[config.mk]
export PLATFORM = sky130hd
export DESIGN_NAME = mips_core
export DESIGN_NICKNAME = d
export VERILOG_FILES = /design/src/mips_pkg.sv /design/src/mips_core.sv /design/src/exec_stage.sv /design/src/alu.sv /design/src/reg_file.sv /design/src/operand_forward.sv /design/src/inst_decoder.sv
export SDC_FILE = /design/constraint.sdc
export NUM_CORES = 2
export LEC_CHECK = 0
export ABC_CLOCK_PERIOD_IN_PS = 4500
export BUFFER_PORTS_ARGS = -buffer_cell sky130_fd_sc_hd__buf_2
export CAP_MARGIN = 20
export CELL_PAD_IN_SITES_DETAIL_PLACEMENT = 0
export CELL_PAD_IN_SITES_GLOBAL_PLACEMENT = 1
export CORE_MARGIN = 2
export CORE_UTILIZATION = 55
export CTS_BUF_LIST = sky130_fd_sc_hd__clkbuf_8
export DETAILED_ROUTE_END_ITERATION = 6
export PLACE_DENSITY_LB_ADDON = 0.1
export SYNTH_ARGS = -nofsm -noshare
export SYNTH_HDL_FRONTEND = slang
export SYNTH_SLANG_ARGS = --single-unit
[constraint.sdc]
create_clock -name clk_i -period 4.5 [get_ports clk_i]
set_input_delay 0.225 -clock clk_i [delete_from_list [all_inputs] [get_ports clk_i]]
set_output_delay 0.225 -clock clk_i [all_outputs]
set_load 0.005 [all_outputs]
[src/mips_pkg.sv]
`default_nettype none

package mips_pkg;

    localparam int XLEN       = 32;
    localparam int REG_ADDR_W = 5;
    localparam int NUM_REGS   = 2 ** REG_ADDR_W;
    localparam int IMM_W      = 16;                   // I-type immediate field

    typedef logic [XLEN-1:0]       word_t;
    typedef logic [REG_ADDR_W-1:0] reg_addr_t;

    localparam word_t     ZERO_WORD = '0;
    localparam reg_addr_t REG_ZERO  = '0;             // r0, hardwired zero

    // primary opcode, inst[31:26]
    typedef enum logic [5:0] {
        OP_SPECIAL = 6'b000000,
        OP_ADDI    = 6'b001000,
        OP_ADDIU   = 6'b001001,
        OP_SLTI    = 6'b001010,
        OP_SLTIU   = 6'b001011,
        OP_ANDI    = 6'b001100,
        OP_ORI     = 6'b001101,
        OP_XORI    = 6'b001110,
        OP_LUI     = 6'b001111
    } opcode_e;

    // SPECIAL function code, inst[5:0]
    typedef enum logic [5:0] {
        FN_SLL  = 6'b000000,
        FN_SRL  = 6'b000010,
        FN_SRA  = 6'b000011,
        FN_SLLV = 6'b000100,
        FN_SRLV = 6'b000110,
        FN_SRAV = 6'b000111,
        FN_ADD  = 6'b100000,
        FN_ADDU = 6'b100001,
        FN_SUB  = 6'b100010,
        FN_SUBU = 6'b100011,
        FN_AND  = 6'b100100,
        FN_OR   = 6'b100101,
        FN_XOR  = 6'b100110,
        FN_NOR  = 6'b100111,
        FN_SLT  = 6'b101010,
        FN_SLTU = 6'b101011
    } funct_e;

    typedef enum logic [3:0] {
        ALU_NOP, ALU_OR, ALU_AND, ALU_XOR, ALU_NOR,
        ALU_SLL, ALU_SRL, ALU_SRA,
        ALU_ADD, ALU_SUB, ALU_SLT, ALU_SLTU
    } alu_op_e;

    typedef enum logic [1:0] {
        SEL_NONE, SEL_LOGIC, SEL_SHIFT, SEL_ARITH
    } alu_sel_e;

endpackage

`default_nettype wire
[src/mips_core.sv]
`timescale 1ns/100ps
`default_nettype none

module mips_core (
    input  wire                      clk_i,
    input  wire                      rst_n_i,
    input  wire                      inst_valid_i,
    input  wire mips_pkg::word_t     inst_i,
    output logic                     wb_we_o,
    output mips_pkg::reg_addr_t      wb_waddr_o,
    output mips_pkg::word_t          wb_wdata_o
);
    import mips_pkg::*;

    logic      dec_rd1_en;
    logic      dec_rd2_en;
    reg_addr_t dec_rd1_addr;
    reg_addr_t dec_rd2_addr;
    alu_op_e   dec_alu_op;
    alu_sel_e  dec_alu_sel;
    reg_addr_t dec_dest;
    logic      dec_wreg;
    word_t     dec_imm;
    word_t     rf_rd1;
    word_t     rf_rd2;
    word_t     op1;
    word_t     op2;
    logic      ex_we;
    reg_addr_t ex_waddr;
    word_t     ex_wdata;

    inst_decoder u_inst_decoder (
        .inst_valid_i (inst_valid_i),
        .inst_i       (inst_i),
        .rd1_en_o     (dec_rd1_en),
        .rd2_en_o     (dec_rd2_en),
        .rd1_addr_o   (dec_rd1_addr),
        .rd2_addr_o   (dec_rd2_addr),
        .alu_op_o     (dec_alu_op),
        .alu_sel_o    (dec_alu_sel),
        .dest_o       (dec_dest),
        .wreg_o       (dec_wreg),
        .imm_o        (dec_imm)
    );

    // written from the memory stage, one cycle after wb appears
    reg_file u_reg_file (
        .clk_i    (clk_i),
        .rst_n_i  (rst_n_i),
        .we_i     (wb_we_o),
        .waddr_i  (wb_waddr_o),
        .wdata_i  (wb_wdata_o),
        .raddr1_i (dec_rd1_addr),
        .raddr2_i (dec_rd2_addr),
        .rdata1_o (rf_rd1),
        .rdata2_o (rf_rd2)
    );

    operand_forward u_operand_forward (
        .rd1_en_i    (dec_rd1_en),
        .rd2_en_i    (dec_rd2_en),
        .rd1_addr_i  (dec_rd1_addr),
        .rd2_addr_i  (dec_rd2_addr),
        .rf_rd1_i    (rf_rd1),
        .rf_rd2_i    (rf_rd2),
        .imm_i       (dec_imm),
        .ex_we_i     (ex_we),
        .ex_waddr_i  (ex_waddr),
        .ex_wdata_i  (ex_wdata),
        .mem_we_i    (wb_we_o),
        .mem_waddr_i (wb_waddr_o),
        .mem_wdata_i (wb_wdata_o),
        .op1_o       (op1),
        .op2_o       (op2)
    );

    exec_stage u_exec_stage (
        .clk_i       (clk_i),
        .rst_n_i     (rst_n_i),
        .wreg_i      (dec_wreg),
        .dest_i      (dec_dest),
        .alu_op_i    (dec_alu_op),
        .alu_sel_i   (dec_alu_sel),
        .op1_i       (op1),
        .op2_i       (op2),
        .ex_we_o     (ex_we),
        .ex_waddr_o  (ex_waddr),
        .ex_wdata_o  (ex_wdata),
        .mem_we_o    (wb_we_o),
        .mem_waddr_o (wb_waddr_o),
        .mem_wdata_o (wb_wdata_o)
    );

endmodule

`default_nettype wire

[src/exec_stage.sv]
`timescale 1ns/100ps
`default_nettype none

module exec_stage (
    input  wire                      clk_i,
    input  wire                      rst_n_i,
    input  wire                      wreg_i,
    input  wire mips_pkg::reg_addr_t dest_i,
    input  wire mips_pkg::alu_op_e   alu_op_i,
    input  wire mips_pkg::alu_sel_e  alu_sel_i,
    input  wire mips_pkg::word_t     op1_i,
    input  wire mips_pkg::word_t     op2_i,
    output logic                     ex_we_o,
    output mips_pkg::reg_addr_t      ex_waddr_o,
    output mips_pkg::word_t          ex_wdata_o,
    output logic                     mem_we_o,
    output mips_pkg::reg_addr_t      mem_waddr_o,
    output mips_pkg::word_t          mem_wdata_o
);
    import mips_pkg::*;

    logic      ex_wreg;
    reg_addr_t ex_dest;
    alu_op_e   ex_alu_op;
    alu_sel_e  ex_alu_sel;
    word_t     ex_op1;
    word_t     ex_op2;
    word_t     alu_result;

    // decode -> execute
    always_ff @(posedge clk_i or negedge rst_n_i)
    begin
        if (!rst_n_i)
        begin
            ex_wreg    <= 1'b0;
            ex_dest    <= REG_ZERO;
            ex_alu_op  <= ALU_NOP;
            ex_alu_sel <= SEL_NONE;
        end
        else
        begin
            ex_wreg    <= wreg_i;
            ex_dest    <= dest_i;
            ex_alu_op  <= alu_op_i;
            ex_alu_sel <= alu_sel_i;
        end
    end

    always_ff @(posedge clk_i)
    begin
        ex_op1 <= op1_i;
        ex_op2 <= op2_i;
    end

    alu u_alu (
        .alu_op_i  (ex_alu_op),
        .alu_sel_i (ex_alu_sel),
        .op1_i     (ex_op1),
        .op2_i     (ex_op2),
        .result_o  (alu_result)
    );

    assign ex_we_o    = ex_wreg;
    assign ex_waddr_o = ex_dest;
    assign ex_wdata_o = alu_result;                   // forwarded same cycle

    // execute -> memory, also the writeback port
    always_ff @(posedge clk_i or negedge rst_n_i)
    begin
        if (!rst_n_i)
        begin
            mem_we_o    <= 1'b0;
            mem_waddr_o <= REG_ZERO;
        end
        else
        begin
            mem_we_o    <= ex_wreg;
            mem_waddr_o <= ex_dest;
        end
    end

    always_ff @(posedge clk_i)
    begin
        mem_wdata_o <= alu_result;
    end

endmodule

`default_nettype wire

[src/alu.sv]
`timescale 1ns/100ps
`default_nettype none

module alu (
    input  wire mips_pkg::alu_op_e  alu_op_i,
    input  wire mips_pkg::alu_sel_e alu_sel_i,
    input  wire mips_pkg::word_t    op1_i,
    input  wire mips_pkg::word_t    op2_i,
    output mips_pkg::word_t         result_o
);
    import mips_pkg::*;

    word_t      logic_res;
    word_t      shift_res;
    word_t      arith_res;
    logic [4:0] sh_amt;
    logic       lt_signed;
    logic       lt_unsigned;

    assign sh_amt      = op1_i[4:0];                  // shamt or rs[4:0]
    assign lt_signed   = $signed(op1_i) < $signed(op2_i);
    assign lt_unsigned = op1_i < op2_i;

    always_comb
    begin
        case (alu_op_i)
            ALU_OR:  logic_res = op1_i | op2_i;
            ALU_AND: logic_res = op1_i & op2_i;
            ALU_XOR: logic_res = op1_i ^ op2_i;
            ALU_NOR: logic_res = ~(op1_i | op2_i);
            default: logic_res = ZERO_WORD;
        endcase
    end

    always_comb
    begin
        case (alu_op_i)
            ALU_SLL: shift_res = op2_i << sh_amt;
            ALU_SRL: shift_res = op2_i >> sh_amt;
            ALU_SRA: shift_res = word_t'($signed(op2_i) >>> sh_amt);   // sign fill
            default: shift_res = ZERO_WORD;
        endcase
    end

    always_comb
    begin
        case (alu_op_i)
            ALU_ADD:  arith_res = op1_i + op2_i;
            ALU_SUB:  arith_res = op1_i + (~op2_i) + 1'b1;
            ALU_SLT:  arith_res = {{(XLEN-1){1'b0}}, lt_signed};
            ALU_SLTU: arith_res = {{(XLEN-1){1'b0}}, lt_unsigned};
            default:  arith_res = ZERO_WORD;
        endcase
    end

    always_comb
    begin
        case (alu_sel_i)
            SEL_LOGIC: result_o = logic_res;
            SEL_SHIFT: result_o = shift_res;
            SEL_ARITH: result_o = arith_res;
            default:   result_o = ZERO_WORD;
        endcase
    end

endmodule

`default_nettype wire

[src/reg_file.sv]
`timescale 1ns/100ps
`default_nettype none

module reg_file (
    input  wire                      clk_i,
    input  wire                      rst_n_i,
    input  wire                      we_i,
    input  wire mips_pkg::reg_addr_t waddr_i,
    input  wire mips_pkg::word_t     wdata_i,
    input  wire mips_pkg::reg_addr_t raddr1_i,
    input  wire mips_pkg::reg_addr_t raddr2_i,
    output mips_pkg::word_t          rdata1_o,
    output mips_pkg::word_t          rdata2_o
);
    import mips_pkg::*;

    word_t regs [1:NUM_REGS-1];                       // no storage for r0

    always_ff @(posedge clk_i or negedge rst_n_i)
    begin
        if (!rst_n_i)
        begin
            for (int i = 1; i < NUM_REGS; i++)
            begin
                regs[i] <= ZERO_WORD;
            end
        end
        else if (we_i && (waddr_i != REG_ZERO))
        begin
            regs[waddr_i] <= wdata_i;
        end
    end

    // no write-through, memory-stage forward covers it
    assign rdata1_o = (raddr1_i == REG_ZERO) ? ZERO_WORD : regs[raddr1_i];
    assign rdata2_o = (raddr2_i == REG_ZERO) ? ZERO_WORD : regs[raddr2_i];

endmodule

`default_nettype wire

[src/operand_forward.sv]
`timescale 1ns/100ps
`default_nettype none

module operand_forward (
    input  wire                      rd1_en_i,
    input  wire                      rd2_en_i,
    input  wire mips_pkg::reg_addr_t rd1_addr_i,
    input  wire mips_pkg::reg_addr_t rd2_addr_i,
    input  wire mips_pkg::word_t     rf_rd1_i,
    input  wire mips_pkg::word_t     rf_rd2_i,
    input  wire mips_pkg::word_t     imm_i,
    input  wire                      ex_we_i,
    input  wire mips_pkg::reg_addr_t ex_waddr_i,
    input  wire mips_pkg::word_t     ex_wdata_i,
    input  wire                      mem_we_i,
    input  wire mips_pkg::reg_addr_t mem_waddr_i,
    input  wire mips_pkg::word_t     mem_wdata_i,
    output mips_pkg::word_t          op1_o,
    output mips_pkg::word_t          op2_o
);
    import mips_pkg::*;

    // newest producer wins: execute, then memory, then register file
    function automatic word_t pick_operand(input logic en, input reg_addr_t addr,
                                           input word_t rf_data);
        if (!en)
            return imm_i;
        if (ex_we_i && (ex_waddr_i == addr))
            return ex_wdata_i;
        if (mem_we_i && (mem_waddr_i == addr))
            return mem_wdata_i;
        return rf_data;
    endfunction

    always_comb
    begin
        op1_o = pick_operand(rd1_en_i, rd1_addr_i, rf_rd1_i);
        op2_o = pick_operand(rd2_en_i, rd2_addr_i, rf_rd2_i);   // own flag, not rd1
    end

endmodule

`default_nettype wire

[src/inst_decoder.sv]
`timescale 1ns/100ps
`default_nettype none

module inst_decoder (
    input  wire                      inst_valid_i,
    input  wire mips_pkg::word_t     inst_i,
    output logic                     rd1_en_o,
    output logic                     rd2_en_o,
    output mips_pkg::reg_addr_t      rd1_addr_o,
    output mips_pkg::reg_addr_t      rd2_addr_o,
    output mips_pkg::alu_op_e        alu_op_o,
    output mips_pkg::alu_sel_e       alu_sel_o,
    output mips_pkg::reg_addr_t      dest_o,
    output logic                     wreg_o,
    output mips_pkg::word_t          imm_o
);
    import mips_pkg::*;

    opcode_e          op;
    funct_e           funct;
    logic [4:0]       shamt;
    reg_addr_t        rs;
    reg_addr_t        rt;
    reg_addr_t        rd;
    logic [IMM_W-1:0] imm16;
    logic             const_shift;
    logic             kept;

    assign op    = opcode_e'(inst_i[31:26]);
    assign rs    = inst_i[25:21];
    assign rt    = inst_i[20:16];
    assign rd    = inst_i[15:11];
    assign shamt = inst_i[10:6];
    assign funct = funct_e'(inst_i[5:0]);
    assign imm16 = inst_i[IMM_W-1:0];

    // sll/srl/sra with rs field zero
    assign const_shift = (inst_i[31:21] == 11'd0) && (funct inside {FN_SLL, FN_SRL, FN_SRA});

    assign rd1_addr_o = rs;
    assign rd2_addr_o = rt;

    always_comb
    begin
        alu_op_o = ALU_NOP;
        rd1_en_o = 1'b0;
        rd2_en_o = 1'b0;
        dest_o   = rt;                                // immediate forms write rt
        imm_o    = ZERO_WORD;

        case (op)
            OP_SPECIAL:
            begin
                rd1_en_o = 1'b1;
                rd2_en_o = 1'b1;
                dest_o   = rd;
                if (const_shift)
                begin
                    rd1_en_o = 1'b0;                  // shamt goes in as operand 1
                    imm_o    = {{(XLEN-5){1'b0}}, shamt};
                    case (funct)
                        FN_SLL:  alu_op_o = ALU_SLL;
                        FN_SRL:  alu_op_o = ALU_SRL;
                        default: alu_op_o = ALU_SRA;
                    endcase
                end
                else if (shamt == 5'd0)
                begin
                    case (funct)
                        FN_OR:   alu_op_o = ALU_OR;
                        FN_AND:  alu_op_o = ALU_AND;
                        FN_XOR:  alu_op_o = ALU_XOR;
                        FN_NOR:  alu_op_o = ALU_NOR;
                        FN_SLLV: alu_op_o = ALU_SLL;
                        FN_SRLV: alu_op_o = ALU_SRL;
                        FN_SRAV: alu_op_o = ALU_SRA;
                        FN_ADD,
                        FN_ADDU: alu_op_o = ALU_ADD;  // no overflow trap
                        FN_SUB,
                        FN_SUBU: alu_op_o = ALU_SUB;
                        FN_SLT:  alu_op_o = ALU_SLT;
                        FN_SLTU: alu_op_o = ALU_SLTU;
                        default: alu_op_o = ALU_NOP;
                    endcase
                end
            end
            OP_ORI, OP_ANDI, OP_XORI:
            begin
                rd1_en_o = 1'b1;
                imm_o    = {{(XLEN-IMM_W){1'b0}}, imm16};
                case (op)
                    OP_ORI:  alu_op_o = ALU_OR;
                    OP_ANDI: alu_op_o = ALU_AND;
                    default: alu_op_o = ALU_XOR;
                endcase
            end
            OP_LUI:
            begin
                rd1_en_o = 1'b1;                      // or'ed with rs
                imm_o    = {imm16, {(XLEN-IMM_W){1'b0}}};
                alu_op_o = ALU_OR;
            end
            OP_SLTI, OP_SLTIU, OP_ADDI, OP_ADDIU:
            begin
                rd1_en_o = 1'b1;
                imm_o    = {{(XLEN-IMM_W){imm16[IMM_W-1]}}, imm16};
                case (op)
                    OP_SLTI:  alu_op_o = ALU_SLT;
                    OP_SLTIU: alu_op_o = ALU_SLTU;   // still sign extended
                    default:  alu_op_o = ALU_ADD;
                endcase
            end
            default:
            begin
                alu_op_o = ALU_NOP;                   // dropped or unknown
            end
        endcase
    end

    always_comb
    begin
        case (alu_op_o)
            ALU_OR, ALU_AND, ALU_XOR, ALU_NOR:    alu_sel_o = SEL_LOGIC;
            ALU_SLL, ALU_SRL, ALU_SRA:            alu_sel_o = SEL_SHIFT;
            ALU_ADD, ALU_SUB, ALU_SLT, ALU_SLTU:  alu_sel_o = SEL_ARITH;
            default:                              alu_sel_o = SEL_NONE;
        endcase
    end

    assign kept   = (alu_op_o != ALU_NOP);
    assign wreg_o = inst_valid_i && kept && (dest_o != REG_ZERO);   // r0 never written

endmodule

`default_nettype wire

==> metrics.yaml <==
cp_cell_sequence: "inv_1 -> ha_1 -> inv_1 -> fa_1 -> nor2b_1 -> o21ai_0 -> o2111ai_1 -> and2_1 -> nor3_1 -> o21ai_0 -> a211o_1 -> nor4_1 -> a221oi_1"
wl_per_cell_microns: 33.75
path_delay_family: "simple AND/OR/NAND/NOR gates"
period_needed_ns: 4.319
crit_arrival_ns: 5.04
portBuffers: 72
fin_skew_ns: 0.06816
post_cts_buffers: 0
status: "finished with violations"
power.density_nw_per_um2: 286.3
p_leak_nw: 33.49
worst_pin_slew_ns: 1.198
nets: 5268
crit_path_start_kind: "register"
clockBufferDepth: 3
finalWirelength_mm: 233.5
grt_usage_pct: 37.44
root_buffer: "clkbuf_8"
netlist.area_leader.share_pct: 37.56
start_util_pct: 55.36
report.final.slew_viol_count: 0
grt_pass1_wl_mm: 342.3
slowest_stage: "nor4_1"
maxCapViolations: 0
worst_slack_ns: 0.1806
max_stage_delay_ns: 0.54
ys_async_sr_fraction_pct: 91.32
antenna_found_initial: 8
gr-total-overflow: 0
dpl.hpwl_mm: 151.3
syn_to_final_growth_pct: 10.98
num_rows: 128
fin_crit_sh_pct: 95.99
synth_area_leaders: "dfrtp_1, mux4_2, mux2_2, dfxtp_1, ha_1"
path_class: "reg -> reg"
cts_buffers: 191
synth_top_area_cell: "dfrtp_1"
grt_pass1_vias: 48672
synth-simple-area-share_pct: 4.353
ff2ff_path_depth: 13
netlist_instances: 5106
synth_top_family_by_area: "multiplexers"
muxShareOfSynthArea_pct: 41.11
synth_enable_flop_cells: 0
synth-compound-area-share_pct: 7.852
peakVddDrop_uv: 276.5
place_congestion: 0.9905
grt_max_degree: 160
yosysUniqueCellTypes: 98
finalSetupViolCount: 0
finalSetupTns_ns: 0
cts.sinks: 1106
die_area_sq_um: 125200
final-hold-violation-count: 0
synth-seq-area-share_pct: 40.41
endpoint_kind: "register"
regArea_sq_um: 27210
via_count: 48582
clk_pin_slew_worst_paths_ns: 0.06
die_w_microns: 353.8
rsz0062_at_grt: "no"
drive_gt1_share_pct: 45.80
htreeDepth: 4
synth_most_common_cell: "mux2_2"
synth_warnings: 0
hold-path-cell-count: 4
multi_input_area_sq_um: 37770
yosys-top-cells-count: "mux2_2, dfrtp_1, mux4_2"
dieHeight_microns: 353.8
syn_area_per_cell_sq_um: 13.18
syn-num-nets: 5249
synthesis.area_sq_um: 67290
cts_tree: "yes"
ant_nets: 0
fillers: 9452
ys_seq_elements: 1106
synthFlopType: "dfrtp_1"
worst_skew_pair.late_latency_ns: 0.92
min_path_type: "in -> reg"
firstDrtPassIters: 7
drc: 1
hold_ws_ns: 0.08209
fmax_ghz: 0.2315
relSlewSlack_pct: 19.85
critical_path_required_ns: 5.22
viasPerCell: 7.022
path_buf_inv: 2
cp_max_fo: 5
first_iter_violations: 5087
violations: "DRC"
coreArea_sq_um: 121600
io_pins: 73
synthAdderAreaFrac_pct: 2.030
cp.depth: 13
synth_xor_area_share_pct: 0.3644
pre_cts_slack_ns: 0.2369
## per-stage QoR
stage	util (%)	instance area [sq um]	std cells	power (mW)
after floorplan	-	67290	5106	11.07
after global placement	57.63	70050	6514	11.77
after detailed placement	57.63	70050	6514	11.77
after CTS	61.32	74540	6909	21.52
after global routing	61.43	74670	6914	22.07
final	61.44	74680	6919	21.38
## flip-flops by register name (all words and copies together) (netlist names)
name	flops
u_exec_stage.ex_alu_sel	2
u_exec_stage.ex_op2	32
u_exec_stage.mem_waddr_o	5
u_exec_stage.ex_waddr_o	5
u_exec_stage.ex_op1	32
u_exec_stage.mem_wdata_o	32
u_exec_stage.ex_alu_op	4
u_reg_file.regs	992
u_exec_stage.mem_we_o	1
u_exec_stage.ex_we_o	1
## layout by cell type, fill, tap and decap left out, drive strengths merged, types with 96 or more instances in the layout
cell    synthesis  layout
mux4          650     650
inv           121     194
buf           190     311
a21oi         210     210
ha            106     106
o21ai         144     144
mux2         1081    1081
dfrtp        1010    1010
nor2          190     190
dfxtp          96      96
nand2         218     218
clkbuf        333     245
## metal layers
layer,vias up,GRT usage [%],wire [microns]
met4,6,14.60,9850
met2,2451,57.06,106800
met3,491,7.799,20550
met5,-,0,37
li1,19793,-,-
met1,25841,53.09,96210
## path summary, 6_finish.rpt
path / start / endpoint / slack [ns]
worst max-delay path: u_exec_stage.ex_op1[0] / u_exec_stage.ex_op2[20] / 0.18
worst min-delay path: inst_i[17] / u_exec_stage.ex_waddr_o[1] / 0.08
worst max register to register: u_exec_stage.ex_op1[0] / u_exec_stage.ex_op2[20] / 0.18
worst min register to register: u_exec_stage.ex_we_o / u_exec_stage.mem_we_o / 0.43
max in group asynchronous: rst_n_i / u_reg_file.regs[322] / 3.03
min in group asynchronous: rst_n_i / u_reg_file.regs[466] / 0.52
## repair_timing
item / CTS / global route
resized for setup: 0 / 2
hold buffers: 39 / 0
setup endpoints to repair: 0 / 6
hold endpoints to repair: 919 / 0
## report_power, final
group | switching, mW | leakage, nW | internal [mW]
combinational | 1.03 | 16.3 | 0.549
sequential | 0.0697 | 14.9 | 9.99
clock | 4.48 | 2.34 | 5.27
## kinds of logic (layout without fill, tap and decap cells)
group,count (synthesis),after routing
AOI/OAI and AO/OA,774,774
xor gates and xnor gates,28,28
adders and majority gates,108,108
buffers and inverters,644,826
DFF,1106,1106
muxes,1813,1813
other,0,6
and+or+nand+nor,633,633
## worst min-delay path, stage by stage
cell,delay [ns]
buf_8,0.18
buf_12,0.28
nand2_1,0.12
nand2_1,0.06
## area by class of cell
type                       instances  area share (%)
multi-input combinational       3356           50.57
clock buffer                     245           4.515
tap                             1625           2.723
sequential                      1106           36.43
inverter                         121          0.6082
clock inverter                   111          0.9533
antenna                            6         0.02010
timing repair buffer             349           4.178
(Power assumes the default switching activity.)
